$ cat src/design/cmd_pkg.sv
`default_nettype none

////////////////////////////////////////////////////////////
// shared types and codes for the command executor
////////////////////////////////////////////////////////////

package cmd_pkg;

	// stream word
	localparam int WORD_W = 32;             // rx and tx data width
	typedef logic [WORD_W-1:0] word_t;      // one stream word

	// command code, low bits of the command word
	localparam int CODE_W = 5;
	typedef logic [CODE_W-1:0] code_t;

	// supported commands
	localparam code_t CC_LOOPBACK = 5'd1;   // echo payload back
	localparam code_t CC_RD_REG   = 5'd2;   // read one register
	localparam code_t CC_WR_REG   = 5'd3;   // write one register

	// reply constants
	// an illegal register number is answered with the command word xor'ed by this mask
	localparam word_t INV_MASK = {WORD_W{1'b1}};

endpackage

`default_nettype wire

$ cat src/design/command_top.sv
`timescale 1ns/1ps
`default_nettype none

module command_top #(
	parameter int NUM_REGS = 8
) (
	input  wire                 clk,
	input  wire                 reset,
	input  wire cmd_pkg::word_t rx_tdata,
	input  wire                 rx_tvalid,
	input  wire                 rx_tlast,
	output logic                rx_tready,
	output cmd_pkg::word_t      tx_tdata,
	output logic                tx_tvalid,
	output logic                tx_tlast,
	input  wire                 tx_tready
);

	cmd_pkg::word_t serial_num, cmd_word;  // held frame header
	cmd_pkg::word_t word_lb, word_reg;
	wire            rx_ready_parse, rx_ready_lb, rx_ready_reg;
	wire            run_loopback, run_rd_reg, run_wr_reg;
	wire            valid_lb, last_lb, done_lb;
	wire            valid_reg, last_reg, done_reg;
	wire            accept, done;

	////////////////////////////////////////////////////////////
	// header receive and dispatch
	frame_parser u_parser (
		.clk(clk), .reset(reset),
		.rx_tdata(rx_tdata), .rx_tvalid(rx_tvalid), .rx_tlast(rx_tlast),
		.rx_ready_parse(rx_ready_parse),
		.serial_num(serial_num), .cmd_word(cmd_word),
		.run_loopback(run_loopback), .run_rd_reg(run_rd_reg), .run_wr_reg(run_wr_reg),
		.done(done)
	);

	// command engines
	loopback_engine u_loopback (
		.clk(clk), .reset(reset), .run_loopback(run_loopback),
		.serial_num(serial_num), .cmd_word(cmd_word),
		.rx_tdata(rx_tdata), .rx_tvalid(rx_tvalid), .rx_tlast(rx_tlast),
		.rx_ready_lb(rx_ready_lb), .accept(accept),
		.word_lb(word_lb), .valid_lb(valid_lb), .last_lb(last_lb), .done_lb(done_lb)
	);

	register_engine #(.NUM_REGS(NUM_REGS)) u_register (
		.clk(clk), .reset(reset), .run_rd_reg(run_rd_reg), .run_wr_reg(run_wr_reg),
		.serial_num(serial_num), .cmd_word(cmd_word),
		.rx_tdata(rx_tdata), .rx_tvalid(rx_tvalid), .rx_tlast(rx_tlast),
		.rx_ready_reg(rx_ready_reg), .accept(accept),
		.word_reg(word_reg), .valid_reg(valid_reg), .last_reg(last_reg), .done_reg(done_reg)
	);

	// tx output stage
	stream_merge u_merge (
		.clk(clk), .reset(reset),
		.rx_ready_parse(rx_ready_parse), .rx_ready_lb(rx_ready_lb),
		.rx_ready_reg(rx_ready_reg), .rx_tready(rx_tready),
		.word_lb(word_lb), .valid_lb(valid_lb), .last_lb(last_lb),
		.word_reg(word_reg), .valid_reg(valid_reg), .last_reg(last_reg),
		.accept(accept), .done_lb(done_lb), .done_reg(done_reg), .done(done),
		.tx_tdata(tx_tdata), .tx_tvalid(tx_tvalid), .tx_tlast(tx_tlast), .tx_tready(tx_tready)
	);

endmodule

`default_nettype wire

$ cat src/design/frame_parser.sv
`timescale 1ns/1ps
`default_nettype none

module frame_parser (
	input  wire                 clk,
	input  wire                 reset,
	input  wire cmd_pkg::word_t rx_tdata,
	input  wire                 rx_tvalid,
	input  wire                 rx_tlast,
	output logic                rx_ready_parse,  // parser owns rx in header and drain states
	output cmd_pkg::word_t      serial_num,      // held until next frame
	output cmd_pkg::word_t      cmd_word,        // held until next frame
	output logic                run_loopback,
	output logic                run_rd_reg,
	output logic                run_wr_reg,
	input  wire                 done             // merged done from the engines
);

	localparam logic [2:0] S_SERIAL   = 3'd0;  // waiting for word 0
	localparam logic [2:0] S_COMMAND  = 3'd1;  // waiting for word 1
	localparam logic [2:0] S_DISPATCH = 3'd2;  // one cycle, run pulse goes out
	localparam logic [2:0] S_WAIT     = 3'd3;  // an engine owns the frame
	localparam logic [2:0] S_DRAIN    = 3'd4;  // unknown code, throw away to tlast

	logic [2:0]     state;
	logic           cmd_last;  // the command word closed its frame
	cmd_pkg::code_t code;
	logic           known;

	assign code  = cmd_word[cmd_pkg::CODE_W-1:0];
	assign known = (code == cmd_pkg::CC_LOOPBACK) || (code == cmd_pkg::CC_RD_REG) ||
		(code == cmd_pkg::CC_WR_REG);

	assign rx_ready_parse = (state == S_SERIAL) || (state == S_COMMAND) || (state == S_DRAIN);

	// decode only in dispatch, so every run line is a single-cycle pulse
	assign run_loopback = (state == S_DISPATCH) && (code == cmd_pkg::CC_LOOPBACK);
	assign run_rd_reg   = (state == S_DISPATCH) && (code == cmd_pkg::CC_RD_REG);
	assign run_wr_reg   = (state == S_DISPATCH) && (code == cmd_pkg::CC_WR_REG);

	// header registers
	always_ff @(posedge clk) begin
		if (state == S_SERIAL && rx_tvalid)
			serial_num <= rx_tdata;
		if (state == S_COMMAND && rx_tvalid) begin
			cmd_word <= rx_tdata;
			cmd_last <= rx_tlast;   // tells dispatch whether there is anything left to drain
		end
	end

	always_ff @(posedge clk) begin
		if (reset) begin
			state <= S_SERIAL;
		end else begin
			case (state)
			S_SERIAL: begin
				if (rx_tvalid && !rx_tlast)   // a one-word frame is a runt, drop it
					state <= S_COMMAND;
			end
			S_COMMAND: begin
				if (rx_tvalid)
					state <= S_DISPATCH;
			end
			S_DISPATCH: begin
				if (known)
					state <= S_WAIT;
				else if (cmd_last)
					state <= S_SERIAL;    // unknown and already at tlast, nothing to drain
				else
					state <= S_DRAIN;
			end
			S_WAIT: begin
				if (done)
					state <= S_SERIAL;
			end
			S_DRAIN: begin
				if (rx_tvalid && rx_tlast)
					state <= S_SERIAL;
			end
			default: state <= S_SERIAL;
			endcase
		end
	end

endmodule

`default_nettype wire

$ cat src/design/loopback_engine.sv
`timescale 1ns/1ps
`default_nettype none

module loopback_engine (
	input  wire                 clk,
	input  wire                 reset,
	input  wire                 run_loopback,
	input  wire cmd_pkg::word_t serial_num,
	input  wire cmd_pkg::word_t cmd_word,
	input  wire cmd_pkg::word_t rx_tdata,
	input  wire                 rx_tvalid,
	input  wire                 rx_tlast,
	output logic                rx_ready_lb,
	input  wire                 accept,      // merge stage can take a word this cycle
	output cmd_pkg::word_t      word_lb,
	output logic                valid_lb,
	output logic                last_lb,
	output logic                done_lb
);

	localparam logic [1:0] L_IDLE   = 2'd0;
	localparam logic [1:0] L_SERIAL = 2'd1;
	localparam logic [1:0] L_CMD    = 2'd2;
	localparam logic [1:0] L_DATA   = 2'd3;  // payload words go straight through

	logic [1:0] state;
	logic       prev_tlast;  // rx tlast seen at the previous edge
	logic       empty;       // frame had no payload

	// run comes exactly one cycle after the parser took the command word,
	// so prev_tlast is that word's tlast when run is high
	always_ff @(posedge clk) begin
		if (reset)
			prev_tlast <= 1'b0;
		else
			prev_tlast <= rx_tvalid && rx_tlast;
	end

	always_ff @(posedge clk) begin
		if (state == L_IDLE && run_loopback)
			empty <= prev_tlast;
	end

	// pull from rx only when the merge stage takes the word in the same cycle
	assign rx_ready_lb = (state == L_DATA) && accept;

	always_comb begin
		word_lb  = rx_tdata;
		valid_lb = 1'b0;
		last_lb  = 1'b0;
		case (state)
		L_SERIAL: begin
			word_lb  = serial_num;
			valid_lb = 1'b1;
		end
		L_CMD: begin
			word_lb  = cmd_word;
			valid_lb = 1'b1;
			last_lb  = empty;       // two-word reply ends here
		end
		L_DATA: begin
			valid_lb = rx_tvalid;
			last_lb  = rx_tlast;
		end
		default: ;
		endcase
	end

	always_ff @(posedge clk) begin
		if (reset) begin
			state   <= L_IDLE;
			done_lb <= 1'b0;
		end else begin
			done_lb <= 1'b0;
			case (state)
			L_IDLE: begin
				if (run_loopback)
					state <= L_SERIAL;
			end
			L_SERIAL: begin
				if (accept)
					state <= L_CMD;
			end
			L_CMD: begin
				if (accept && empty) begin
					state   <= L_IDLE;
					done_lb <= 1'b1;
				end else if (accept) begin
					state <= L_DATA;
				end
			end
			L_DATA: begin
				if (accept && rx_tvalid && rx_tlast) begin   // last echoed word sent
					state   <= L_IDLE;
					done_lb <= 1'b1;
				end
			end
			default: state <= L_IDLE;
			endcase
		end
	end

endmodule

`default_nettype wire

$ cat src/design/register_engine.sv
`timescale 1ns/1ps
`default_nettype none

module register_engine #(
	parameter int NUM_REGS = 8
) (
	input  wire                 clk,
	input  wire                 reset,
	input  wire                 run_rd_reg,
	input  wire                 run_wr_reg,
	input  wire cmd_pkg::word_t serial_num,
	input  wire cmd_pkg::word_t cmd_word,
	input  wire cmd_pkg::word_t rx_tdata,
	input  wire                 rx_tvalid,
	input  wire                 rx_tlast,
	output logic                rx_ready_reg,
	input  wire                 accept,
	output cmd_pkg::word_t      word_reg,
	output logic                valid_reg,
	output logic                last_reg,
	output logic                done_reg
);

	localparam int IDX_W = (NUM_REGS > 1) ? $clog2(NUM_REGS) : 1;

	localparam logic [2:0] R_IDLE   = 3'd0;
	localparam logic [2:0] R_NUM    = 3'd1;  // take register number word
	localparam logic [2:0] R_DATA   = 3'd2;  // take write data word
	localparam logic [2:0] R_SERIAL = 3'd3;
	localparam logic [2:0] R_CMD    = 3'd4;  // command or inverted command
	localparam logic [2:0] R_VALUE  = 3'd5;  // read data, legal reads only

	logic [2:0]       state;
	logic             is_wr;      // current request is a write
	logic [IDX_W-1:0] reg_idx;    // latched register number
	logic             illegal;    // latched number is out of range
	logic             num_ok;
	logic             frame_end;  // reply stops after the command word
	cmd_pkg::word_t   regs [NUM_REGS];

	assign num_ok    = rx_tdata < cmd_pkg::WORD_W'(NUM_REGS);
	assign frame_end = illegal || is_wr;

	assign rx_ready_reg = (state == R_NUM) || (state == R_DATA);

	////////////////////////////////////////////////////////////
	// register bank
	always_ff @(posedge clk) begin
		if (reset) begin
			for (int i = 0; i < NUM_REGS; i++)
				regs[i] <= '0;
		end else if (state == R_DATA && rx_tvalid && !illegal) begin
			regs[reg_idx] <= rx_tdata;
		end
	end

	// number latch, the low bits are enough once the range check passed
	always_ff @(posedge clk) begin
		if (state == R_NUM && rx_tvalid) begin
			reg_idx <= rx_tdata[IDX_W-1:0];
			illegal <= !num_ok;
		end
	end

	////////////////////////////////////////////////////////////
	// reply words
	always_comb begin
		word_reg  = serial_num;
		valid_reg = 1'b0;
		last_reg  = 1'b0;
		case (state)
		R_SERIAL: valid_reg = 1'b1;
		R_CMD: begin
			word_reg  = illegal ? (cmd_word ^ cmd_pkg::INV_MASK) : cmd_word;
			valid_reg = 1'b1;
			last_reg  = frame_end;
		end
		R_VALUE: begin
			word_reg  = regs[reg_idx];
			valid_reg = 1'b1;
			last_reg  = 1'b1;
		end
		default: ;
		endcase
	end

	always_ff @(posedge clk) begin
		if (reset) begin
			state    <= R_IDLE;
			is_wr    <= 1'b0;
			done_reg <= 1'b0;
		end else begin
			done_reg <= 1'b0;
			case (state)
			R_IDLE: begin
				if (run_rd_reg || run_wr_reg) begin
					state <= R_NUM;
					is_wr <= run_wr_reg;
				end
			end
			R_NUM: begin
				if (rx_tvalid && is_wr && !rx_tlast)
					state <= R_DATA;
				else if (rx_tvalid)
					state <= R_SERIAL;   // read, or a write cut short
			end
			R_DATA: begin
				if (rx_tvalid)
					state <= R_SERIAL;
			end
			R_SERIAL: begin
				if (accept)
					state <= R_CMD;
			end
			R_CMD: begin
				if (accept && frame_end) begin
					state    <= R_IDLE;
					done_reg <= 1'b1;
				end else if (accept) begin
					state <= R_VALUE;
				end
			end
			R_VALUE: begin
				if (accept) begin
					state    <= R_IDLE;
					done_reg <= 1'b1;
				end
			end
			default: state <= R_IDLE;
			endcase
		end
	end

endmodule

`default_nettype wire

$ cat src/design/stream_merge.sv
`timescale 1ns/1ps
`default_nettype none

module stream_merge (
	input  wire                 clk,
	input  wire                 reset,
	input  wire                 rx_ready_parse,
	input  wire                 rx_ready_lb,
	input  wire                 rx_ready_reg,
	output logic                rx_tready,
	input  wire cmd_pkg::word_t word_lb,
	input  wire                 valid_lb,
	input  wire                 last_lb,
	input  wire cmd_pkg::word_t word_reg,
	input  wire                 valid_reg,
	input  wire                 last_reg,
	output logic                accept,     // room in the tx register this cycle
	input  wire                 done_lb,
	input  wire                 done_reg,
	output logic                done,
	output cmd_pkg::word_t      tx_tdata,
	output logic                tx_tvalid,
	output logic                tx_tlast,
	input  wire                 tx_tready
);

	logic full;  // tx register holds a word
	logic load;

	assign rx_tready = rx_ready_parse || rx_ready_lb || rx_ready_reg;
	assign done      = done_lb || done_reg;

	// empty, or emptying on this edge
	assign accept    = !full || tx_tready;
	assign load      = accept && (valid_lb || valid_reg);
	assign tx_tvalid = full;

	always_ff @(posedge clk) begin
		if (load)
			tx_tdata <= valid_lb ? word_lb : word_reg;   // one engine at a time
	end

	always_ff @(posedge clk) begin
		if (reset) begin
			full     <= 1'b0;
			tx_tlast <= 1'b0;
		end else if (accept) begin
			full     <= valid_lb || valid_reg;
			tx_tlast <= valid_lb ? last_lb : (valid_reg && last_reg);   // low when empty
		end
	end

endmodule

`default_nettype wire

$ cat config.mk
export PLATFORM = sky130hd
export DESIGN_NAME = command_top
export DESIGN_NICKNAME = d
export VERILOG_FILES = /design/src/design/cmd_pkg.sv /design/src/design/command_top.sv /design/src/design/frame_parser.sv /design/src/design/loopback_engine.sv /design/src/design/register_engine.sv /design/src/design/stream_merge.sv
export SDC_FILE = /design/constraint.sdc
export NUM_CORES = 1
export LEC_CHECK = 0
export ABC_CLOCK_PERIOD_IN_PS = 5300
export BUFFER_PORTS_ARGS = -buffer_cell sky130_fd_sc_hd__buf_2
export CAP_MARGIN = 20
export CORE_MARGIN = 5
export CORE_UTILIZATION = 45
export DETAILED_ROUTE_END_ITERATION = 8
export SYNTH_ARGS = -nofsm -noshare
export SYNTH_HDL_FRONTEND = slang
export SYNTH_SLANG_ARGS = --single-unit
$ cat constraint.sdc
create_clock -name clk -period 5.3 [get_ports clk]
set_input_delay 0.795 -clock clk [delete_from_list [all_inputs] [get_ports clk]]
set_output_delay 0.795 -clock clk [all_outputs]
set_load 0.01 [all_outputs]
Word-level counts from Yosys, hierarchy flattened --
Memory sizes are Yosys's and may differ from the RTL's. A register that Yosys moved wholly into a read port is not among the register bits. Index checks and enable logic that the tools add are counted.
Operators by class: $lt $le $gt $ge 1, eq/ne operators 27, mux-type cells 45, bitwise gates (word level) 1, reductions and logical operators 46
Operators by type and width (count):
- $pmux 32 s2 | 2
- $mux 32 | 3
- $mux 3 | 15
- $lt 32x4->1 const B | 1
- $not 32->32 | 1
- $reduce_or 32->1 | 1
- $logic_and 1x1->1 | 20
- $pmux 3 s6 | 1
- $pmux 3 s5 | 1
- $eq 3x2->1 const B | 4
- $logic_or 1x1->1 | 12
- $mux 1 | 12
- $ne 2x2->1 const B | 6
- $reduce_and 4->1 | 3
- $eq 5x2->1 const B | 2
- $mux 2 | 5
- $pmux 1 s2 | 5
- $eq 3x3->1 const B | 3
- $ne 2x1->1 const B | 4
- $pmux 2 s4 | 1
- $eq 3x1->1 const B | 2
- $logic_not 3->1 | 2
- $eq 5x1->1 const B | 1
- $eq 2x2->1 const B | 2
- 8 further kinds | 11
Word-level totals: register bits after elaboration 116, bits in writable memories 256, input port bits 37, output and inout port bits 35, word-level logic and storage cells 137, memories kept 1
Memories:
- u_register.regs | words 8, width 32, rd ports 1, clocked after Yosys merged registers in 1, wr ports 8, line register_engine.sv:39 | cmd_pkg::word_t regs [NUM_REGS];

Logic depth before layout (Yosys ltp) --
Gate-level depths: netlist (run 1).
depth after elaboration 8, gate-level depth with buffers 8, gate-level depth less buffers 6

By module --
A second synthesis (run 1) with hierarchy kept.
Unflattened totals: cell total of the unflattened synthesis 1167, area total of the unflattened synthesis 17310.4 um^2
Modules (own cells, without submodules):
- register_engine | instances 1, cells an instance 848, area each 12702.2 um^2, sequential area each 7967.6 um^2
- frame_parser | instances 1, cells an instance 95, area each 2202.1 um^2, sequential area each 2011.9 um^2
- stream_merge | instances 1, cells an instance 80, area each 1481.4 um^2, sequential area each 1001.0 um^2
- loopback_engine | instances 1, cells an instance 144, area each 924.6 um^2, sequential area each 110.1 um^2

Worst setup path before layout (run 1) --
Ideal clock, no wire load.
kind input -> register, start point in rx_tvalid, end point reg u_parser.cmd_last, enable pin, setup time 0.471 ns, arrival time 3.536 ns, slack 1.293 ns, stages on the path 3, cell sequence buf_2 nand2b_1 nor3b_1
Between the ends: word-level cells in the longest chain between the ends 1
RTL lines:
- start: declaration | line command_top.sv:10 | input wire rx_tvalid,
- $logic_and 1x1->1 | line frame_parser.sv:45 | if (state == S_COMMAND && rx_tvalid) begin
- end signal: assignment | line frame_parser.sv:47 | cmd_last <= rx_tlast;
- end: declaration | line frame_parser.sv:26 | logic cmd_last;
No other way between the ends. A chain may end at the register's enable or synchronous reset.

Final worst setup path (run 1) --
start point reg u_loopback.state[1], end point reg u_merge.tx_tdata[24], enable pin
Between the ends: word-level cells in the longest chain between the ends 5, elaborated cells between the ends (all ways) 7, classes of those cells eq/ne: 3; mux: 1; reduce/logical: 3
RTL lines:
- start: declaration | line loopback_engine.sv:26 | logic [1:0] state;
- start signal: assignment | line loopback_engine.sv:71 | state <= L_IDLE;
- start signal: assignment | line loopback_engine.sv:78 | state <= L_SERIAL;
- start signal: assignment | line loopback_engine.sv:82 | state <= L_CMD;
- $eq 2x1->1 or $eq 2x2->1 (tied branches) | line loopback_engine.sv:51 | case (state)
- $reduce_or 2->1 (no source line)
- $pmux 1 s2 * | line loopback_engine.sv:51
- $logic_or 1x1->1 * | line stream_merge.sv:35 | assign load = accept && (valid_lb || valid_reg);
- $logic_and 1x1->1 * | line stream_merge.sv:35
- named net u_merge.load | line stream_merge.sv:28 | logic load;
- end signal: assignment | line stream_merge.sv:40 | tx_tdata <= valid_lb ? word_lb : word_reg;
- end: declaration | line stream_merge.sv:21 | output cmd_pkg::word_t tx_tdata,
The timed path passes the listed nets; every way through them passes the cells marked *.

==> impl_metrics.env, run 1 <==
export IMPL_drc=0
export IMPL_area_delta_synth_final_pct=12.5
export IMPL_cp_cell_sequence="inv_1 -> ha_2 -> buf_4 -> a21oi_1 -> or2_2 -> a21oi_4 -> buf_4"
export IMPL_cp_arrival_ns=3.73
export IMPL_die_area_mm2=0.0423
export IMPL_final_nets=1287
export IMPL_drtPass1Iterations=5
export IMPL_cp_start_kind="flip-flop"
export IMPL_hold_slack_ns=0.404
export IMPL_drive_gt1_frac=0.193
export IMPL_critPathTopFamily="buffers and inverters"
export IMPL_std_cell_rows=71
export IMPL_finalClockSkew_ns=0.0126
export IMPL_yosysWarnings=0
export IMPL_finalCriticalPeriod_ns=3.53
export IMPL_cp_end_kind="flip-flop"
export IMPL_yosysTopAreaCell="edfxtp_1"
export IMPL_synth_enable_flop_cells=358
export IMPL_grt_usage=0.207
export IMPL_critPathMaxStageDelay_ns=0.66
export IMPL_largest_register="u_register.regs"
export IMPL_clkSinkCount=375
export IMPL_worst_path_buf_inv=3
export IMPL_wl_per_cell_um=24.6
export IMPL_setup_viol=0
export IMPL_cts_hold_buf=0
export IMPL_synthDistinctLibCells=53
export IMPL_grt_pass1_vias=10300
export IMPL_critPathSlowestCell="or2_2"
export IMPL_dp_hpwl_um=27100
export IMPL_rsz0062_at_grt="no"
export IMPL_cp_required_ns=5.49
export IMPL_numCtsBuffers=41
export IMPL_drv_cap=0
export IMPL_grt_max_degree=66
export IMPL_async_flop_share=0
export IMPL_antenna_cells=0
export IMPL_grt_pass1_wl_um=65800
export IMPL_h_tree_depth=2
export IMPL_synthCells=1198
export IMPL_wl_um=43800
export IMPL_p_leak_nw=6.93
export IMPL_crit_fanout=65
export IMPL_worstSkewPairLatency_ns=0.53
export IMPL_grt_overflow=0
export IMPL_vias=10300
export IMPL_die_x_um=206
export IMPL_slew_violations=0
export IMPL_status="complete, no violations"
export IMPL_period_share=0.667
export IMPL_die_y_um=206
export IMPL_synth_main_ff_cell="edfxtp_1"
export IMPL_max_slew_worst_pin_slew_ns=0.917
export IMPL_fillers=3191
export IMPL_cts_resized_gates=0
export IMPL_place_port_buffers=71
export IMPL_ys_ff_latch=375
export IMPL_yosysMostFrequentCell="edfxtp_1"
export IMPL_antenna_found_initial=1
export IMPL_synthTopCellsByCount="358 x edfxtp_1, 256 x and2_1, 80 x nor2_1, 64 x mux4_2, 60 x clkbuf_1"
export IMPL_synth_top_area_frac=0.624
export IMPL_largest_reg_flops=256
export IMPL_synth_area_mm2=0.0172
export IMPL_start_util=0.457
export IMPL_path_clk_slew_ns=0.06
export IMPL_maxSlewHeadroom=0.389
export IMPL_vias_per_cell=5.80
export IMPL_fmax_mhz=283
export IMPL_drtAntennaViolNets=0
export IMPL_synth_nets=1240
export IMPL_cp_common_cell="buf_4"
export IMPL_drtIter0Drc=1062
export IMPL_yosysSeqAreaShare=0.643
export IMPL_finalHoldViolations=0
export IMPL_io_pins=72
export IMPL_power_density_mw_per_mm2=335
export IMPL_cts_setup_buffers=0
export IMPL_cts_tree="built"
export IMPL_place_gp_congestion=0.788
export IMPL_coreArea_mm2=0.0378
export IMPL_hold_path_class="reg -> reg"
export IMPL_ir_drop_mv=0.187
export IMPL_final_setup_tns_ns=0
export IMPL_critical_path_class="reg -> reg"
export IMPL_cts_root_buf="clkbuf_16"
export IMPL_yosys_top_cells_area="edfxtp_1 62%, and2_1 9.3%, mux4_2 8.4%, dfxtp_1 2.0%, mux2i_1 1.9%"
export IMPL_syn_area_per_cell_um2=14.4
export IMPL_clockBufferDepth=3
-- path summary, 6_finish.rpt --
check / start / end / slack [ns] / cells past startpoint
setup reg to reg: u_loopback.state[1]$_SDFFE_PP0P_ / u_merge.tx_tdata[24]$_DFFE_PP_ / 1.77 / 7
hold / removal: u_loopback.prev_tlast$_SDFF_PP0_ / u_loopback.empty$_DFFE_PP_ / 0.40 / 0
hold reg to reg: u_loopback.prev_tlast$_SDFF_PP0_ / u_loopback.empty$_DFFE_PP_ / 0.40 / 0
setup / recovery: u_loopback.state[1]$_SDFFE_PP0P_ / u_merge.tx_tdata[24]$_DFFE_PP_ / 1.77 / 7
-- report_power, final --
| part | leakage, nW | internal [W] | switching (W) | total, W |
|---|---|---|---|---|
| combinational | 2.59 | 0.000118 | 0.000257 | 0.000375 |
| clock | 0.614 | 0.00162 | 0.00111 | 0.00274 |
| sequential | 3.72 | 0.00335 | 0.0000463 | 0.00340 |
| total | 6.93 | 0.00509 | 0.00142 | 0.00651 |
-- layout by cell type (no fill, tap or decap), drive strengths merged, types with 6 or more instances in the layout --
cell,instances
buf,95
a21oi,42
or2,9
a221oi,34
nor4,8
mux4,64
dfxtp,17
clkinv,14
nor2,80
clkbuf,52
a22oi,32
o22ai,33
o21ai,36
nand2,6
mux2i,33
nor3b,6
xor2,32
edfxtp,358
and2,256
nor3,7
-- through the flow --
| stage | total power (W) | instances | instance area (µm²) | utilization | worst slack, ns |
|---|---|---|---|---|---|
| detailed placement | 0.00383 | 1712 | 18100 | 0.480 | 1.77 |
| global placement | 0.00382 | 1712 | 18100 | 0.480 | 1.89 |
| finish | 0.00651 | 1783 | 19400 | 0.514 | 1.77 |
| floorplan | 0.00366 | 1198 | 17200 | - | 1.29 |
| global route | 0.00672 | 1783 | 19400 | 0.514 | 1.51 |
| CTS | 0.00655 | 1782 | 19400 | 0.513 | 1.76 |
-- layer usage --
layer / vias up / global-route usage / routed length [µm]
met2: 347 / 0.320 / 19900
met4: 0 / 0.0457 / 854
met5: - / 0 / 0
met1: 5274 / 0.315 / 20500
li1: 4650 / - / -
met3: 67 / 0.0282 / 2590
-- cell families after synthesis --
family	synth area share
buffers and inverters	0.0226
flip-flops	0.643
AND/OR/NAND/NOR	0.133
AO/OA/AOI/OAI	0.0746
XOR/XNOR	0.0168
adder cells (fa/ha/maj)	0.00363
multiplexers	0.105
-- worst reg2reg max path: cells and delay by family (launching register included) --
kind | cells | cell delay, ns
fa+ha+maj | 1 | 0.32
simple gates | 1 | 0.66
flops | 1 | 0.39
buf+inv | 3 | 1.07
compound gates | 2 | 0.73
-- final cells by class --
type	instances	area, µm²	share of cell area
multi-input combinational	728	5830	0.301
clock buffer	52	1080	0.0556
timing repair buffer	95	556	0.0286
sequential	375	11100	0.572
tap	511	639	0.0330
inverter	4	15.0	0.000774
clock inverter	18	179	0.00923
(Power assumes the default switching activity.)
==> inputs of run 2 (changes only) <==
- ABC_CLOCK_PERIOD_IN_PS: 5300 -> 3100
- clock period: 5.3 -> 3.1 ns (I/O delays scaled with it)
==> impl_metrics.env, run 2 (same netlist as run 1, synthesis figures left out) <==
export IMPL_cp_num_cells=7
export IMPL_ir_drop_mv=0.343
export IMPL_die_x_um=206
export IMPL_critical_path_class="reg -> reg"
export IMPL_wl_um=44200
export IMPL_period_share=0.794
export IMPL_area_delta_synth_final_pct=14.0
export IMPL_ff2ff_path_depth=7
export IMPL_place_port_buffers=71
export IMPL_fillers=3135
export IMPL_cts_root_buf="clkbuf_16"
export IMPL_final_cell_mix="358 x edfxtp_1, 256 x and2_1, 76 x nor2_1"
export IMPL_drtAntennaViolNets=0
export IMPL_die_area_mm2=0.0423
export IMPL_largest_register="u_register.regs"
export IMPL_finalHoldViolations=0
export IMPL_drv_cap=0
export IMPL_grt_max_degree=65
export IMPL_seq_area_mm2=0.0111
export IMPL_rsz0062_at_grt="no"
export IMPL_clkSinkCount=375
export IMPL_clockBufferDepth=3
export IMPL_vias_per_cell=5.79
export IMPL_grt_pass1_vias=10600
export IMPL_power_density_mw_per_mm2=565
export IMPL_drtIter0Drc=1006
export IMPL_vias=10500
export IMPL_max_slew_worst_pin_slew_ns=0.830
export IMPL_crit_fanout=25
export IMPL_antenna_cells=0
export IMPL_finalClockSkew_ns=0.0134
export IMPL_start_util=0.457
export IMPL_slew_violations=0
export IMPL_worst_path_buf_inv=2
export IMPL_dp_cells=1740
export IMPL_wl_per_cell_um=24.4
export IMPL_largest_reg_flops=256
export IMPL_cts_setup_buffers=0
export IMPL_hold_path_class="in -> reg"
export IMPL_critPathSlowestCell="or2_2"
export IMPL_numCtsBuffers=41
export IMPL_drt_met1_wl_um=19300
export IMPL_p_total_w=0.0111
export IMPL_cp_arrival_ns=2.85
export IMPL_final_nets=1314
export IMPL_worstSkewPairLatency_ns=0.55
export IMPL_h_tree_depth=2
export IMPL_met3WireLength_um=2840
export IMPL_cp_cell_sequence="inv_1 -> ha_2 -> a21oi_1 -> or2_2 -> buf_4 -> nor2_1 -> o22ai_1"
export IMPL_maxSlewHeadroom=0.447
export IMPL_multi_input_area_mm2=0.00584
export IMPL_cts_tree="built"
export IMPL_drc=0
export IMPL_top_layer="met4"
export IMPL_hold_depth=1
export IMPL_grt_overflow=0
export IMPL_design_area_mm2=0.0197
export IMPL_final_common_cell="edfxtp_1"
export IMPL_cts_hold_buf=0
export IMPL_final_setup_tns_ns=0
export IMPL_dr_wl_met2_um=20900
export IMPL_drtPass1Iterations=7
export IMPL_cts_resized_gates=0
export IMPL_critPathTopFamily="simple AND/OR/NAND/NOR gates"
export IMPL_fmax_mhz=406
export IMPL_dp_hpwl_um=27100
export IMPL_cp_required_ns=3.49
export IMPL_grt_usage=0.213
export IMPL_p_leak_nw=7.07
export IMPL_cp_end_kind="flip-flop"
export IMPL_grt_pass1_wl_um=67800
export IMPL_finalCriticalPeriod_ns=2.46
export IMPL_die_y_um=206
export IMPL_cp_start_kind="flip-flop"
export IMPL_coreArea_mm2=0.0378
export IMPL_setup_viol=0
export IMPL_critPathMaxStageDelay_ns=0.63
export IMPL_std_cell_rows=71
export IMPL_final_cells=1812
export IMPL_antenna_found_initial=1
export IMPL_status="complete, no violations"
export IMPL_place_gp_congestion=0.794
export IMPL_drive_gt1_frac=0.208
export IMPL_io_pins=72
export IMPL_path_clk_slew_ns=0.06
export IMPL_placed_cell_area_mm2=0.0184
-- run 2: area by class of cell --
type                       instances  area share
clock buffer                      54      0.0568
timing repair buffer             122      0.0414
sequential                       375       0.565
tap                              511      0.0325
multi-input combinational        728       0.297
inverter                           4    0.000764
clock inverter                    18     0.00681
-- run 2: routing by layer --
metal	up-vias	GRT usage
met3	76	0.0369
li1	4716	-
met2	383	0.340
met5	-	0
met4	0	0.0627
met1	5309	0.301
-- run 2: metrics by stage --
stage / util / hold slack (ns) / setup WS (ns)
finish: 0.521 / 0.217 / 0.640
global route: 0.521 / 0.205 / 0.494
CTS: 0.521 / 0.187 / 0.685
detailed placement: 0.488 / 0.401 / 0.680
global placement: 0.488 / 0.389 / 0.765
floorplan: - / 0.386 / 0.275
-- run 2: path summary, 6_finish.rpt --
path                                                       start                        endpoint  slack (ns)
worst max-delay path            u_loopback.state[0]$_SDFFE_PP0P_  u_merge.tx_tdata[26]$_DFFE_PP_        0.64
worst min-delay path                                    rx_tlast     u_parser.cmd_last$_DFFE_PP_        0.22
worst max register to register  u_loopback.state[0]$_SDFFE_PP0P_  u_merge.tx_tdata[26]$_DFFE_PP_        0.64
worst min register to register  u_loopback.prev_tlast$_SDFF_PP0_      u_loopback.empty$_DFFE_PP_        0.41
-- run 2: power by group --
group / internal (W) / switching [W]
Sequential: 0.00572 / 0.0000796
Clock: 0.00269 / 0.00194
Combinational: 0.000230 / 0.000442
Total: 0.00865 / 0.00246
